File: src/hdl/graphics_pkg.sv
package graphics_pkg;

    // Command opcodes, first byte of every command
    typedef enum logic [7:0] {
        ASSIGN_COLOR = 8'h11,
        DRAW_SPRITE  = 8'h12,
        BUFFER_SHOW  = 8'h14
    } opcode_t;

    // Command decoder states
    typedef enum logic [2:0] {
        IDLE,
        COLOR_ARGS,
        SPRITE_ARGS,
        SPRITE_DATA,
        SKIP
    } decoder_state_t;

    // Visible area
    localparam int SCREEN_WIDTH  = 32;
    localparam int SCREEN_HEIGHT = 16;

    // Full raster including blanking
    localparam int LINE_TOTAL  = 40;
    localparam int FRAME_TOTAL = 20;

    // Sync placement, in columns and lines
    localparam int HSYNC_START  = 32;
    localparam int HSYNC_LENGTH = 4;
    localparam int VSYNC_START  = 16;
    localparam int VSYNC_LENGTH = 2;

    // Pixel address is row * 32 + column
    localparam int ADDRESS_WIDTH = 9;
    localparam int INDEX_WIDTH   = 4;

    // Y in 9:6, Cb in 5:3, Cr in 2:0
    localparam int COLOR_WIDTH = 10;

    // Counters to display outputs
    localparam int SCAN_LATENCY = 2;

endpackage

File: src/hdl/sprite_engine.sv
`timescale 1ns/1ps

module sprite_engine import graphics_pkg::*; (
    input  logic                     clock,
    input  logic                     arst_n,
    input  logic                     sprite_start,
    input  logic [7:0]               sprite_x,
    input  logic [7:0]               sprite_y,
    input  logic [5:0]               sprite_width,
    input  logic [INDEX_WIDTH-1:0]   sprite_offset,
    input  logic [7:0]               sprite_data,
    input  logic                     sprite_data_valid,
    output logic                     sprite_data_ready,
    output logic                     sprite_busy,
    output logic                     pixel_write,
    output logic [ADDRESS_WIDTH-1:0] pixel_address,
    output logic [INDEX_WIDTH-1:0]   pixel_index
);

    // High when the second pixel of a byte is being written
    logic       phase;
    logic [3:0] high_nibble;
    logic [4:0] column;
    logic [4:0] row;
    logic       accept;
    logic       emit;
    logic [3:0] nibble;
    logic [8:0] target_x;
    logic [8:0] target_y;

    assign sprite_data_ready = !phase && !sprite_start;
    assign sprite_busy       = phase;
    assign accept            = sprite_data_valid && sprite_data_ready;

    // Low nibble on the accepting cycle, high nibble on the next
    always_comb begin
        emit          = accept || phase;
        nibble        = phase ? high_nibble : sprite_data[3:0];
        target_x      = 9'(sprite_x) + 9'(column);
        target_y      = 9'(sprite_y) + 9'(row);
        pixel_index   = nibble + sprite_offset;
        pixel_address = {target_y[3:0], target_x[4:0]};
        // Zero is transparent, anything off screen is clipped
        pixel_write   = emit && (nibble != 4'd0) &&
                        (target_x < SCREEN_WIDTH) && (target_y < SCREEN_HEIGHT);
    end

    always_ff @(posedge clock or negedge arst_n) begin
        if (!arst_n) begin
            phase  <= 1'b0;
            column <= '0;
            row    <= '0;
        end else if (sprite_start) begin
            phase  <= 1'b0;
            column <= '0;
            row    <= '0;
        end else begin
            phase <= accept;
            if (emit) begin
                if ({1'b0, column} + 6'd1 == sprite_width) begin
                    column <= '0;
                    // Rows past the screen are all clipped, so stop counting there
                    if (row < 5'(SCREEN_HEIGHT)) begin
                        row <= row + 5'd1;
                    end
                end else begin
                    column <= column + 5'd1;
                end
            end
        end
    end

    always_ff @(posedge clock) begin
        if (accept) begin
            high_nibble <= sprite_data[7:4];
        end
    end

endmodule

File: config.mk
export PLATFORM = sky130hd
export DESIGN_NAME = sprite_engine
export DESIGN_NICKNAME = d
export VERILOG_FILES = /design/src/hdl/graphics_pkg.sv /design/src/hdl/sprite_engine.sv
export SDC_FILE = /design/constraint.sdc
export NUM_CORES = 1
export LEC_CHECK = 0
export BUFFER_PORTS_ARGS = -buffer_cell sky130_fd_sc_hd__buf_2
export CORE_ASPECT_RATIO = 1.4
export CORE_MARGIN = 1
export CORE_UTILIZATION = 40
export CTS_CLUSTER_DIAMETER = 120
export DETAILED_ROUTE_END_ITERATION = 6
export PLACE_DENSITY = 0.66
export SYNTH_ARGS = -nofsm -noshare
export SYNTH_HDL_FRONTEND = slang
export SYNTH_SLANG_ARGS = --single-unit
File: constraint.sdc
create_clock -name clock -period 4.7 [get_ports clock]
set_input_delay 0.47 -clock clock [delete_from_list [all_inputs] [get_ports clock]]
set_output_delay 0.47 -clock clock [all_outputs]
set_load 0.02 [all_outputs]
* Word-level counts from Yosys, hierarchy flattened
Cells that the tools add are included.
Widths: inputs -> output; s select.
** Storage, ports and cells
- Bits in registers :: 15
- Word-level logic and storage cells :: 36
- Input bits :: 38
** Operators by class
- Reduce and logical (&&, ||, !) cells :: 13
- Order comparisons :: 3
- Equality and inequality tests :: 1
- Add/sub/neg operators :: 6
- Mux-type cells :: 9
** Operators with widths (count)
- $mux 5 :: 7
- $add 8x5->9 :: 2
- $add 5x1->5 const B :: 2
- $lt 9x5->1 const B :: 1
- $lt 9x6->1 const B :: 1
- $add 5x1->6 const B :: 1
- $eq 6x6->1 :: 1
- $reduce_bool 2->1 :: 3
- $logic_and 1x1->1 :: 5
- $lt 5x5->1 const B :: 1
- $add 4x4->4 :: 1
- $mux 4 :: 1
- $reduce_bool 4->1 :: 1
- $reduce_and 3->1 :: 1
- $logic_not 1->1 :: 2
- $logic_or 1x1->1 :: 1
- $mux 1 :: 1

* Longest topological paths before layout
Gate-level depths: netlist of run 1.
- Word-level depth :: 7
- Mapped depth :: 8

* Least setup slack after synthesis of run 1
Ideal clock, no wire load.
- Kind :: input port to output port
- Start :: input sprite_x[0]
- End :: output pixel_write
- Path slack :: 1.806 ns
- Path buffers :: 0
- Stages on the path :: 6
- Arrival :: 2.424 ns
- Path through :: ha_1 > fa_1 > a21o_1 > o41a_1 > o22a_1 > nor4_1
** Between the ends
- Cells in the longest elaborated chain, start to end :: 4
** Ends and longest elaborated chain
- from (decl) :: line sprite_engine.sv:7 : input logic [7:0] sprite_x,
- $add 8x5->9 :: line sprite_engine.sv:39 : target_x = 9'(sprite_x) + 9'(column);
- $lt 9x6->1 :: line sprite_engine.sv:45 : (target_x < SCREEN_WIDTH) && (target_y < SCREEN_HEIGHT);
- $logic_and 1x1->1 :: line sprite_engine.sv:44 : pixel_write = emit && (nibble != 4'd0) &&
- $logic_and 1x1->1 :: line sprite_engine.sv:45
- to (decl) :: line sprite_engine.sv:15 : output logic pixel_write,
Every way passes these cells.

* Worst setup path in the final report of run 1
- Start :: register column[0]
- End :: output pixel_write
** Between the ends
- Cells in the longest elaborated chain, start to end :: 4
** Ends and longest elaborated chain
- from (decl) :: line sprite_engine.sv:23 : logic [4:0] column;
- from (signal assigned) :: line sprite_engine.sv:67 : column <= column + 5'd1;
- $add 8x5->9 :: line sprite_engine.sv:39
- $lt 9x6->1 :: line sprite_engine.sv:45
- $logic_and 1x1->1 :: line sprite_engine.sv:44
- $logic_and 1x1->1 :: line sprite_engine.sv:45
Every way passes these cells.

==> impl_table.tex, run 1 <==
\begin{tabular}{lr}
\hline
Metric & Value \\
\hline
\multicolumn{2}{l}{\textbf{Pwr}} \\
\quad Total power consumption of the routed design & approximately 0.4 mW \\
\quad Leakage power of the design & approximately 0.82 nW \\
\quad VDD IR-drop max & between 0.00015 and 0.0002 V \\
\quad Power density cells & 240.6 mW/mm\^{}2 \\
\multicolumn{2}{l}{\textbf{Detailed routing}} \\
\quad Pre-Repair DR Iteration Count & 4 \\
\quad Violation count after the first detailed-route iteration & 23 \\
\quad Routed wire length & 3030 um \\
\quad DRC violations left & 0 \\
\quad DR vias & 1,223 \\
\quad Vias per std cell & between 5 and 6 \\
\quad Average wire per standard cell & approximately 13 um \\
\quad Post-DRT Antenna Nets & 0 \\
\multicolumn{2}{l}{\textbf{Setup path}} \\
\quad CP Buf/Inv Count & 1 \\
\quad Worst path slowest cell & sky130\_fd\_sc\_hd\_\_dfrtp\_1 \\
\quad Largest incremental delay on the critical path & roughly 0.46 ns \\
\quad Cell-by-cell trace of the critical path & ha\_1 > fa\_1 > a21o\_1 > o41a\_1 > o22a\_1 > nor4\_1 > buf\_2 \\
\quad Reg-to-Reg Start & column[0]\$\_DFFE\_PN0P\_ \\
\quad Count of cells along the worst register-to-register path & 7 \\
\quad Dominant delay contributor by cell family on the critical path & compound AO/OA/AOI/OAI gates \\
\quad Required time worst endpoint & between 4 and 5 ns \\
\quad WP data arrival & between 2 and 3 ns \\
\quad Critical path startpoint category & flip-flop \\
\quad Critical path origin & column[0]\$\_DFFE\_PN0P\_ \\
\quad Capturing element type of the critical path & output pin \\
\quad Worst Path Max Fanout & 6 \\
\quad Cell count along the critical path & 7 \\
\quad Worst setup path class & reg2out \\
\multicolumn{2}{l}{\textbf{Die}} \\
\quad Standard cell core area & slightly above 0.003 mm\^{}2 \\
\quad Die area & roughly 0.0035 mm\^{}2 \\
\quad Floorplan die width & 50.18 um \\
\quad Die height & just under 70 um \\
\quad Initial Utilization & 0.4203 \\
\quad I/O pin cnt & 54 \\
\quad Total number of placement rows & 24 \\
\multicolumn{2}{l}{\textbf{CTS}} \\
\quad Master cell of the clock root buffer & sky130\_fd\_sc\_hd\_\_clkbuf\_8 \\
\quad TritonCTS Buffers & 3 \\
\quad Clock tree from TritonCTS & done \\
\quad Gates resized, CTS repair & 0 \\
\quad Post-CTS Hold Buffers & 0 \\
\quad TritonCTS sink count & 15 \\
\quad Maximum level of the CTS H-tree & 1 \\
\quad Clock-pin slew of the registers on the worst-case setup and hold paths & 0.06 ns \\
\quad Maximum buffer depth of the clock tree & 2 \\
\quad Setup bufs post-CTS & 0 \\
\quad Source-to-sink clock delay at the later pin of the worst-skew pair & roughly 0.25 ns \\
\multicolumn{2}{l}{\textbf{Place}} \\
\quad Count of buffers inserted at the top-level ports & 53 \\
\quad Final GP Congestion & $\sim$0.8 \\
\quad DP Wirelength & roughly 2500 um \\
\multicolumn{2}{l}{\textbf{Synth}} \\
\quad Post-synthesis sequential area ratio & 0.3041 \\
\quad Number of synthesis warnings & 0 \\
\quad Adder-Cell Fraction of Synth Area & 0.1906 \\
\quad Area share of and/or/nand/nor cells after synthesis & 0.1675 \\
\quad Post-synthesis register bit count & 15 \\
\quad Area fraction in compound gates after synthesis & 0.1569 \\
\quad Post-synthesis mux area share & 0.03369 \\
\quad Area share of the largest cell type after synthesis & 0.2117 \\
\quad Unique cell type count in the Yosys netlist & 35 \\
\quad Post-synthesis net count & between 150 and 200 \\
\quad Cell count after synthesis & 135 \\
\quad Main combinational cell family by area after synthesis & adder cells \\
\quad Library cell occupying the most area in the post-synthesis netlist & sky130\_fd\_sc\_hd\_\_dfrtp\_1 \\
\quad Synth top area cells & sky130\_fd\_sc\_hd\_\_dfrtp\_1, sky130\_fd\_sc\_hd\_\_ha\_1, sky130\_fd\_sc\_hd\_\_edfxtp\_1 \\
\quad Synthesized area divided by synthesized cell count & between 9 and 10 um\^{}2 \\
\quad Cell area after technology mapping & 0.001300 mm\^{}2 \\
\quad XOR/XNOR Fraction of Synth Area & 0.1145 \\
\multicolumn{2}{l}{\textbf{Final layout}} \\
\quad Count of nets after finishing & between 200 and 250 \\
\quad Filler cell count & just under 300 \\
\quad Antenna diode count & 0 \\
\quad Share of cells above drive strength 1 & 0.3280 \\
\quad Most frequent standard cell in the layout excluding fill and tap cells & sky130\_fd\_sc\_hd\_\_buf\_2 \\
\quad Most frequent cells in the layout & sky130\_fd\_sc\_hd\_\_buf\_2, sky130\_fd\_sc\_hd\_\_ha\_1, sky130\_fd\_sc\_hd\_\_xnor2\_1 \\
\quad Area grow syn2layout & 26.95\% \\
\multicolumn{2}{l}{\textbf{GRT}} \\
\quad Overall track demand over capacity in global routing & 0.1902 \\
\quad Number of global-route vias before repair & approximately 1,300 \\
\quad Residual overflow from global routing & 0 \\
\quad Number of antenna violations at the first check in global routing & 0 \\
\quad First-pass GRT wire length & between 5000 and 6000 um \\
\quad Pin count of the biggest net entering global routing & 14 \\
\multicolumn{2}{l}{\textbf{STA}} \\
\quad Final Hold Fails & 0 \\
\quad Pins over their slew limit & 0 \\
\quad Worst Max-Slew Pin Slew & between 0.4 and 0.5 ns \\
\quad Final clock period utilization by the worst path & 0.6486 \\
\quad Worst slew margin relative to its limit & 0.7002 \\
\quad Upper clock frequency limit & about 0.33 GHz \\
\quad Setup TNS after final layout & 0 ns \\
\quad Period minus WS final & roughly 3.0 ns \\
\quad Worst slack on hold paths & 0.09115 ns \\
\quad Final setup violation count & 0 \\
\quad Setup repair after global routing missed its margin & no \\
\quad Worst clock skew on the final layout & 0.002977 ns \\
\multicolumn{2}{l}{\textbf{Status}} \\
\quad Outcome & complete, no violations \\
\multicolumn{2}{l}{\textbf{Hold path}} \\
\quad Path class of the lowest-slack min-delay path & in2async \\
\multicolumn{2}{l}{\textbf{Flow run}} \\
\quad Max-cap violations & 0 \\
\hline
\end{tabular}
-- through the flow --
step                      std cells  worst slack, ns  utilization  instance area [um^2]
after floorplan                 135            1.806            -                  1300
after global placement          224            1.866       0.5190                  1605
after detailed placement        224            1.839       0.5190                  1605
after CTS                       228            1.655       0.5336                  1650
after global routing            228            1.442       0.5336                  1650
final                           228            1.652       0.5336                  1650
-- worst register-to-register path: stages (launching register included) --
cell,delay [ns]
sky130_fd_sc_hd__dfrtp_1,0.46
sky130_fd_sc_hd__ha_1,0.29
sky130_fd_sc_hd__xor2_1,0.20
sky130_fd_sc_hd__xnor2_1,0.14
sky130_fd_sc_hd__nand4_1,0.15
sky130_fd_sc_hd__or2_1,0.33
sky130_fd_sc_hd__or3_1,0.39
sky130_fd_sc_hd__a21oi_1,0.15
-- final timing paths --
path,to,slack (ns)
setup / recovery,pixel_write,1.65
setup reg to reg,row[4]$_DFFE_PN0P_,2.52
hold reg to reg,row[3]$_DFFE_PN0P_,0.59
min in group clock,high_nibble[1]$_DFFE_PP_,0.40
max in group asynchronous,sprite_busy$_DFF_PN0_,4.39
hold / removal,column[4]$_DFFE_PN0P_,0.09
-- report_power, final --
part	internal, mW	switching (mW)	total, mW
Combinational	0.0626	0.0801	0.143
Clock	0.0600	0.0440	0.104
Sequential	0.140	0.00997	0.150
Total	0.263	0.134	0.397
-- area by class of cell --
| cell class | instances | area, um^2 | share of cell area |
|---|---|---|---|
| Tap cell | 39 | 48.80 | 0.02957 |
| Timing Repair Buffer | 54 | 272.8 | 0.1653 |
| Inverter | 7 | 26.28 | 0.01592 |
| Multi-Input combinational cell | 109 | 862.1 | 0.5224 |
| Clock buffer | 4 | 45.04 | 0.02729 |
| Sequential cell | 15 | 395.4 | 0.2396 |
-- Yosys cell counts --
master and count:
sky130_fd_sc_hd__nand2_1 6, sky130_fd_sc_hd__o41a_1 1, sky130_fd_sc_hd__nor2_1 3, sky130_fd_sc_hd__nor2b_1 2, sky130_fd_sc_hd__xor2_1 4, sky130_fd_sc_hd__mux2_2 3
sky130_fd_sc_hd__clkbuf_2 1, sky130_fd_sc_hd__nor4b_1 2, sky130_fd_sc_hd__o22a_1 1, sky130_fd_sc_hd__nor3_1 5, sky130_fd_sc_hd__nand4_1 2, sky130_fd_sc_hd__or2_1 1
sky130_fd_sc_hd__nand3_2 1, sky130_fd_sc_hd__a21o_1 6, sky130_fd_sc_hd__and2_1 2, sky130_fd_sc_hd__ha_1 15, sky130_fd_sc_hd__edfxtp_1 4, sky130_fd_sc_hd__fa_1 3
sky130_fd_sc_hd__nor4_1 4, sky130_fd_sc_hd__o211ai_1 3, sky130_fd_sc_hd__a21oi_1 10, sky130_fd_sc_hd__mux2i_1 1, sky130_fd_sc_hd__xnor2_1 13, sky130_fd_sc_hd__o21ai_1 1
sky130_fd_sc_hd__o31ai_1 1, sky130_fd_sc_hd__o21bai_1 2, sky130_fd_sc_hd__or3_1 4, sky130_fd_sc_hd__dfrtp_1 11, sky130_fd_sc_hd__nand3_1 4, sky130_fd_sc_hd__nor3b_1 1
sky130_fd_sc_hd__o21ai_0 6, sky130_fd_sc_hd__or4b_2 1, sky130_fd_sc_hd__clkbuf_1 3, sky130_fd_sc_hd__a211o_1 1, sky130_fd_sc_hd__inv_1 7
-- registers in the layout (all words and copies together), names as in the netlist --
register     flops
sprite_busy      1
row              5
high_nibble      4
column           5
-- layer usage --
layer,up-vias,GRT usage,part of all wire
met4,0,0.07937,0.0069
met1,580,0.2075,0.39
met3,4,0.03070,0.032
li1,605,-,-
met5,-,0,0
met2,34,0.3481,0.57
-- kinds of logic (layout without fill, tap and decap cells) --
kind of cell	Yosys count	in the layout
xor+xnor	17	17
simple gates	38	38
buf+inv	11	65
mux	4	4
compound gates	32	32
fa+ha+maj	18	18
flops	15	15
(Power assumes the default switching activity.)
==> run 2: changes to the inputs <==
clock period = 3.1 ns   (was 4.7 ns; I/O delays follow)
==> run 2 against run 1 <==
Net effect: wire length is 0.73% higher; clock power grew 50%; non-clock buffer count is 1 higher; worst setup slack got worse by 1.4 ns; first-iteration DRC count rose by 13%; power increased by 51%; global-route usage fell by 0.31 points; sequential share of layout area fell by 0.14 points; core utilization up 0.32 points; final cell count is 0.44% higher; register-to-register slack lost 1.6 ns; sequential cell count did not move; largest cell class unchanged.
==> impl_table.tex, run 2 (same netlist as run 1, synthesis figures left out) <==
\begin{tabular}{lr}
\hline
Metric & Value \\
\hline
\multicolumn{2}{l}{\textbf{Detailed routing}} \\
\quad Post-DRT Antenna Nets & 0 (unchanged) \\
\quad DR vias & 1,215 (-0.65\%) \\
\quad DRC violations left & 0 (unchanged) \\
\quad Pre-Repair DR Iteration Count & 4 (unchanged) \\
\quad Routed wire length & 3052 um (+0.73\%) \\
\quad Violation count after the first detailed-route iteration & 26 (+13\%) \\
\quad Average wire per standard cell & 13.33 um (+0.29\%) \\
\quad Vias per std cell & 5.306 (-1.1\%) \\
\multicolumn{2}{l}{\textbf{Die}} \\
\quad Floorplan die width & 50.18 um (unchanged) \\
\quad I/O pin cnt & 54 (unchanged) \\
\quad Standard cell core area & 0.003093 mm\^{}2 (unchanged) \\
\quad Die height & 69.46 um (unchanged) \\
\quad Die area & 0.003485 mm\^{}2 (unchanged) \\
\quad Initial Utilization & 0.4203 (unchanged) \\
\quad Total number of placement rows & 24 (unchanged) \\
\multicolumn{2}{l}{\textbf{Setup path}} \\
\quad Required time worst endpoint & 2.79 ns (-1.44 ns) \\
\quad Count of cells along the worst register-to-register path & 7 (unchanged) \\
\quad Reg-to-Reg Start & column[0]\$\_DFFE\_PN0P\_ \\
\quad Capturing element type of the critical path & output pin \\
\quad Critical path startpoint category & flip-flop \\
\quad WP data arrival & 2.56 ns (-0.02 ns) \\
\quad End of the worst register-to-register path & row[4]\$\_DFFE\_PN0P\_ \\
\quad Worst setup path class & reg2out \\
\quad Worst Path Max Fanout & 6 (unchanged) \\
\quad R2r setup slk & 0.94 ns (-1.58 ns) \\
\multicolumn{2}{l}{\textbf{GRT}} \\
\quad Number of global-route vias before repair & 1,246 (-2.4\%) \\
\quad Pin count of the biggest net entering global routing & 14 (unchanged) \\
\quad Number of antenna violations at the first check in global routing & 0 (unchanged) \\
\quad Overall track demand over capacity in global routing & 0.1871 (-0.003147) \\
\quad First-pass GRT wire length & 5126 um (-1.1\%) \\
\quad Residual overflow from global routing & 0 (unchanged) \\
\multicolumn{2}{l}{\textbf{CTS}} \\
\quad Maximum buffer depth of the clock tree & 2 (unchanged) \\
\quad Clock-pin slew of the registers on the worst-case setup and hold paths & 0.06 ns (about the same) \\
\quad TritonCTS Buffers & 3 (unchanged) \\
\quad Clock tree from TritonCTS & done \\
\quad Source-to-sink clock delay at the later pin of the worst-skew pair & 0.24 ns (about the same) \\
\quad Maximum level of the CTS H-tree & 1 (unchanged) \\
\quad Master cell of the clock root buffer & sky130\_fd\_sc\_hd\_\_clkbuf\_8 \\
\quad TritonCTS sink count & 15 (unchanged) \\
\quad Gates resized, CTS repair & 0 (unchanged) \\
\multicolumn{2}{l}{\textbf{STA}} \\
\quad Upper clock frequency limit & 0.3490 GHz \\
\quad Final clock period utilization by the worst path & 0.9243 \\
\quad Pins over their slew limit & 0 (unchanged) \\
\quad Setup repair after global routing missed its margin & no \\
\quad Worst clock skew on the final layout & 0.002023 ns (-0.0009533 ns) \\
\quad Setup TNS after final layout & 0 ns (unchanged) \\
\quad Final Hold Fails & 0 (unchanged) \\
\quad Period minus WS final & around 2.9 ns \\
\quad Worst slew margin relative to its limit & 0.7138 (+0.01353) \\
\quad Final worst-path setup slack & 0.2348 ns (-1.417 ns) \\
\quad Final setup violation count & 0 (unchanged) \\
\quad Worst Max-Slew Pin Slew & 0.4285 ns (-0.02025 ns) \\
\multicolumn{2}{l}{\textbf{Flow run}} \\
\quad Max-cap violations & 0 (unchanged) \\
\multicolumn{2}{l}{\textbf{Hold path}} \\
\quad Hold Path Origin & sprite\_data[4] \\
\quad Number of instances on the worst hold path & 1 \\
\quad Terminating pin of the worst hold path & high\_nibble[0]\$\_DFFE\_PP\_ \\
\quad Path class of the lowest-slack min-delay path & in2reg \\
\multicolumn{2}{l}{\textbf{Final layout}} \\
\quad Most frequent standard cell in the layout excluding fill and tap cells & sky130\_fd\_sc\_hd\_\_buf\_2 \\
\quad Antenna diode count & 0 (unchanged) \\
\quad Most frequent cells in the layout & sky130\_fd\_sc\_hd\_\_buf\_2, sky130\_fd\_sc\_hd\_\_ha\_1, sky130\_fd\_sc\_hd\_\_xnor2\_1 \\
\quad Area grow syn2layout & 27.72\% \\
\quad Non-Filler Instances & 229 (+0.44\%) \\
\quad Share of cells above drive strength 1 & 0.3263 (-0.001727) \\
\quad Count of nets after finishing & 247 (+0.41\%) \\
\quad Top flop regs & column: 5 flops, row: 5 flops, high\_nibble: 4 flops \\
\quad Filler cell count & 303 (+3.8\%) \\
\multicolumn{2}{l}{\textbf{Place}} \\
\quad DP Wirelength & 2507 um (about the same) \\
\quad Inst Count DP & 224 (unchanged) \\
\quad Worst setup timing slack at the placement stage & 0.5133 ns (-1.326 ns) \\
\quad Count of buffers inserted at the top-level ports & 53 (unchanged) \\
\quad Final GP Congestion & 0.7790 (-0.13\%) \\
\multicolumn{2}{l}{\textbf{Pwr}} \\
\quad Power density cells & 362.2 mW/mm\^{}2 (+51\%) \\
\quad Leakage power of the design & 0.8226 nW (+0.51\%) \\
\quad VDD IR-drop max & 0.0001966 V (+17\%) \\
\multicolumn{2}{l}{\textbf{Status}} \\
\quad Outcome & complete, no violations \\
\hline
\end{tabular}
-- run 2: critical path: stages, from the launching register on --
cell	delay, ns
sky130_fd_sc_hd__dfrtp_1	0.45
sky130_fd_sc_hd__ha_1	0.24
sky130_fd_sc_hd__fa_1	0.41
sky130_fd_sc_hd__a21o_1	0.19
sky130_fd_sc_hd__o41a_1	0.40
sky130_fd_sc_hd__o22a_1	0.20
sky130_fd_sc_hd__nor4_1	0.20
sky130_fd_sc_hd__buf_2	0.22
-- run 2: metal layers --
| metal | up-vias | track usage | share of wire |
|---|---|---|---|
| li1 | 602 | - | - |
| met3 | 2 | 0.01754 | 0.031 |
| met4 | 0 | 0.07619 | 0.0066 |
| met1 | 583 | 0.1992 | 0.39 |
| met2 | 28 | 0.3570 | 0.57 |
| met5 | - | 0 | 0 |
-- run 2: worst max-delay path by stage --
stage          depth (start not counted)          end             startpoint  slack, ns
2_1_floorplan                          6  pixel_write  column[0]$_DFFE_PN0P_       0.39
3_3_place_gp                           7  pixel_write  column[0]$_DFFE_PN0P_       0.55
3_5_place_dp                           7  pixel_write  column[0]$_DFFE_PN0P_       0.51
4_1_cts                                7  pixel_write  column[0]$_DFFE_PN0P_       0.23
5_1_grt                                7  pixel_write  column[0]$_DFFE_PN0P_       0.05
6_report                               7  pixel_write  column[0]$_DFFE_PN0P_       0.23
-- run 2: what timing repair did --
item,CTS,global route
setup buffers,0,0
hold buffers,1,0
endpoints found under the hold margin,11,0
-- run 2: area by class of cell --
cell class	instances	area, um^2	share of cell area
inverter	7	26.28	0.01583
clock buffer	4	45.04	0.02713
sequential	15	395.4	0.2381
multi-input combinational	109	862.1	0.5192
tap	39	48.80	0.02939
timing repair buffer	55	282.8	0.1703
-- run 2: through the flow --
| stage | utilization | hold WS [ns] | cell area [um^2] | total power, mW |
|---|---|---|---|---|
| global route | 0.5368 | 0.2364 | 1660 | 0.6360 |
| detailed placement | 0.5190 | 0.1961 | 1605 | 0.4488 |
| CTS | 0.5368 | 0.2371 | 1660 | 0.6058 |
| floorplan | - | 0.01441 | 1300 | 0.3758 |
| global placement | 0.5190 | 0.1951 | 1605 | 0.4421 |
| finish | 0.5368 | 0.2435 | 1660 | 0.6014 |
-- run 2: report_power, final --
group | switching, mW | internal (mW)
Combinational | 0.121 | 0.0964
Sequential | 0.0152 | 0.213
Clock | 0.0649 | 0.0908
==> run 3: changes to the inputs <==
PLACE_DENSITY = 0.68   (was 0.66)
clock period = 2.6 ns   (was 3.1 ns; I/O delays follow)
==> run 3 against run 2 <==
Net effect: sequential share of layout area fell by 0.30 points; sequential cell count stayed put; final area up 1.3%; clock-buffer cell count did not move; critical endpoint unchanged.
==> impl_table.tex, run 3 (same netlist as run 1, synthesis figures left out) <==
\begin{tabular}{lr}
\hline
Metric & Value \\
\hline
\multicolumn{2}{l}{\textbf{Final layout}} \\
\quad Most frequent standard cell in the layout excluding fill and tap cells & sky130\_fd\_sc\_hd\_\_buf\_2 \\
\quad Antenna diode count & 0 (unchanged) \\
\quad Share of cells above drive strength 1 & 0.3455 (+0.01923) \\
\quad Filler cell count & 299 (-1.3\%) \\
\quad Top flop regs & column: 5 flops, row: 5 flops, high\_nibble: 4 flops \\
\quad Area grow syn2layout & 29.35\% \\
\quad Most frequent cells in the layout & sky130\_fd\_sc\_hd\_\_buf\_2, sky130\_fd\_sc\_hd\_\_ha\_1, sky130\_fd\_sc\_hd\_\_xnor2\_1 \\
\quad Count of nets after finishing & 248 (+0.40\%) \\
\multicolumn{2}{l}{\textbf{Status}} \\
\quad Outcome & complete, no violations \\
\multicolumn{2}{l}{\textbf{Pwr}} \\
\quad Power spent charging and discharging nets & 0.2387 mW (+19\%) \\
\quad Power density cells & 427.1 mW/mm\^{}2 (+18\%) \\
\quad Net switching fraction of the power & 0.3324 (-0.002557) \\
\quad Int Pwr & 0.4795 mW (+20\%) \\
\quad Leakage power of the design & 0.8248 nW (+0.26\%) \\
\quad VDD IR-drop max & 0.0003193 V (+62\%) \\
\quad Part of the power in combinational logic & 0.366 (+0.004) \\
\quad Power share of the clock group & 0.260 (about the same) \\
\quad Relative contribution of sequential cells to total power & 0.374 (-0.005) \\
\multicolumn{2}{l}{\textbf{Place}} \\
\quad DP Wirelength & 2473 um (-1.4\%) \\
\quad Final GP Congestion & 0.8083 (+3.8\%) \\
\quad Worst setup timing slack at the placement stage & 0.2545 ns (-0.2588 ns) \\
\quad Count of buffers inserted at the top-level ports & 53 (unchanged) \\
\multicolumn{2}{l}{\textbf{STA}} \\
\quad Final worst-path setup slack & 0.1013 ns (-0.1335 ns) \\
\quad Worst clock skew on the final layout & 0.005032 ns (+0.003009 ns) \\
\quad Final setup violation count & 0 (unchanged) \\
\quad Final Hold Fails & 0 (unchanged) \\
\quad Upper clock frequency limit & approximately 0.40 GHz \\
\quad Setup TNS after final layout & 0 ns (unchanged) \\
\quad Worst Max-Slew Pin Slew & 0.3889 ns (-0.03960 ns) \\
\quad Pins over their slew limit & 0 (unchanged) \\
\quad Worst slew margin relative to its limit & 0.7402 (+0.02645) \\
\quad Period minus WS final & roughly 2.5 ns \\
\quad Final clock period utilization by the worst path & 0.9610 \\
\multicolumn{2}{l}{\textbf{GRT}} \\
\quad Overall track demand over capacity in global routing & 0.1925 (+0.005482) \\
\quad Number of global-route vias before repair & 1,213 (-2.6\%) \\
\quad Pin count of the biggest net entering global routing & 14 (unchanged) \\
\quad Number of antenna violations at the first check in global routing & 0 (unchanged) \\
\quad First-pass GRT wire length & 5202 um (+1.5\%) \\
\quad Residual overflow from global routing & 0 (unchanged) \\
\multicolumn{2}{l}{\textbf{Die}} \\
\quad Die area & 0.003485 mm\^{}2 (unchanged) \\
\quad Total number of placement rows & 24 (unchanged) \\
\quad Die height & 69.46 um (unchanged) \\
\quad Initial Utilization & 0.4203 (unchanged) \\
\quad Floorplan die width & 50.18 um (unchanged) \\
\quad Standard cell core area & 0.003093 mm\^{}2 (unchanged) \\
\quad I/O pin cnt & 54 (unchanged) \\
\multicolumn{2}{l}{\textbf{CTS}} \\
\quad Maximum level of the CTS H-tree & 1 (unchanged) \\
\quad TritonCTS Buffers & 3 (unchanged) \\
\quad Source-to-sink clock delay at the later pin of the worst-skew pair & 0.25 ns (about the same) \\
\quad Maximum buffer depth of the clock tree & 2 (unchanged) \\
\quad TritonCTS sink count & 15 (unchanged) \\
\quad Clock-pin slew of the registers on the worst-case setup and hold paths & 0.06 ns (about the same) \\
\quad Master cell of the clock root buffer & sky130\_fd\_sc\_hd\_\_clkbuf\_8 \\
\quad Clock tree from TritonCTS & done \\
\multicolumn{2}{l}{\textbf{Hold path}} \\
\quad Terminating pin of the worst hold path & high\_nibble[2]\$\_DFFE\_PP\_ \\
\quad Number of instances on the worst hold path & 1 (unchanged) \\
\quad Path class of the lowest-slack min-delay path & in2reg \\
\quad Hold Path Origin & sprite\_data[6] \\
\multicolumn{2}{l}{\textbf{Setup path}} \\
\quad Reg-to-Reg Start & column[0]\$\_DFFE\_PN0P\_ \\
\quad Capturing element type of the critical path & output pin \\
\quad Cell-by-cell trace of the critical path & ha\_2 > fa\_2 > a21o\_1 > o41a\_1 > o22a\_1 > nor4\_2 > buf\_4 \\
\quad End of the worst register-to-register path & row[4]\$\_DFFE\_PN0P\_ \\
\quad R2r setup slk & 0.37 ns (-0.57 ns) \\
\quad Dominant delay contributor by cell family on the critical path & compound AO/OA/AOI/OAI gates \\
\quad WP data arrival & 2.24 ns (-0.32 ns) \\
\quad CP Buf/Inv Count & 1 (unchanged) \\
\quad Largest incremental delay on the critical path & 0.40 ns (-0.05 ns) \\
\quad Required time worst endpoint & 2.34 ns (-0.45 ns) \\
\quad Critical path startpoint category & flip-flop \\
\quad Worst setup path class & reg2out \\
\quad Worst path slowest cell & sky130\_fd\_sc\_hd\_\_o41a\_1 \\
\quad Worst Path Max Fanout & 2 (-4) \\
\quad Count of cells along the worst register-to-register path & 8 (+1) \\
\multicolumn{2}{l}{\textbf{Detailed routing}} \\
\quad Post-DRT Antenna Nets & 0 (unchanged) \\
\quad DR vias & 1,199 (-1.3\%) \\
\quad Vias per std cell & 5.213 (-1.7\%) \\
\quad Routed wire length & 2939 um (-3.7\%) \\
\quad Average wire per standard cell & 12.78 um (-4.1\%) \\
\quad Violation count after the first detailed-route iteration & 24 (-7.7\%) \\
\quad Pre-Repair DR Iteration Count & 4 (unchanged) \\
\quad DRC violations left & 0 (unchanged) \\
\multicolumn{2}{l}{\textbf{Flow run}} \\
\quad Max-cap violations & 0 (unchanged) \\
\hline
\end{tabular}
run 3: changes by cell type in the layout (fill, tap and decap cells not counted), sizes merged:
cell | previous run | this run
buf | 54 | 55
run 3: metal layers:
layer  vias up  wire length, um  GRT usage
li1        603                -          -
met5         -                0          0
met2        36             1532     0.3319
met4         0               61    0.09524
met1       554             1220     0.2218
met3         6              125    0.03289
run 3: cell type report:
type                            count  area, um^2  area share
Inverter                            7       26.28     0.01563
Multi-Input combinational cell    109       873.3      0.5193
Sequential cell                    15       395.4      0.2351
Clock buffer                        4       45.04     0.02679
Tap cell                           39       48.80     0.02902
Timing Repair Buffer               56       292.8      0.1741
run 3: worst max-delay path by stage:
| stage | startpoint | to | slack (ns) | depth (start not counted) |
|---|---|---|---|---|
| 4_1_cts | column[0]$_DFFE_PN0P_ | pixel_write | 0.002 | 7 |
| 5_1_grt | column[0]$_DFFE_PN0P_ | pixel_write | -0.0004 | 7 |
| 6_report | column[0]$_DFFE_PN0P_ | pixel_write | 0.10 | 7 |
| 3_5_place_dp | sprite_x[0] | pixel_write | 0.25 | 8 |
| 3_3_place_gp | sprite_x[0] | pixel_write | 0.29 | 8 |
| 2_1_floorplan | column[0]$_DFFE_PN0P_ | pixel_write | 0.17 | 6 |
run 3: power by group through the flow:
stage,Combinational [mW],Sequential (mW),Clock [mW]
2_1_floorplan,0.177,0.271,0
3_3_place_gp,0.258,0.272,0
3_5_place_dp,0.262,0.273,0
4_1_cts,0.265,0.269,0.193
5_1_grt,0.294,0.271,0.203
6_report,0.263,0.269,0.186
run 3: metrics by stage:
step	hold WS [ns]	utilization	instances	instance area [um^2]	power, mW
2_1_floorplan	-0.03559	-	135	1306	0.4486
3_3_place_gp	0.1485	0.5235	225	1619	0.5301
3_5_place_dp	0.1506	0.5235	225	1619	0.5358
4_1_cts	0.1847	0.5421	230	1677	0.7265
5_1_grt	0.1787	0.5437	230	1682	0.7686
6_report	0.1884	0.5437	230	1682	0.7182
run 3: timing repair:
action,in CTS,in global routing
resized for setup,1,2
endpoints found under the setup margin,1,1
hold buffers,1,0
hold endpoints to repair,11,0
setup buffers,0,0
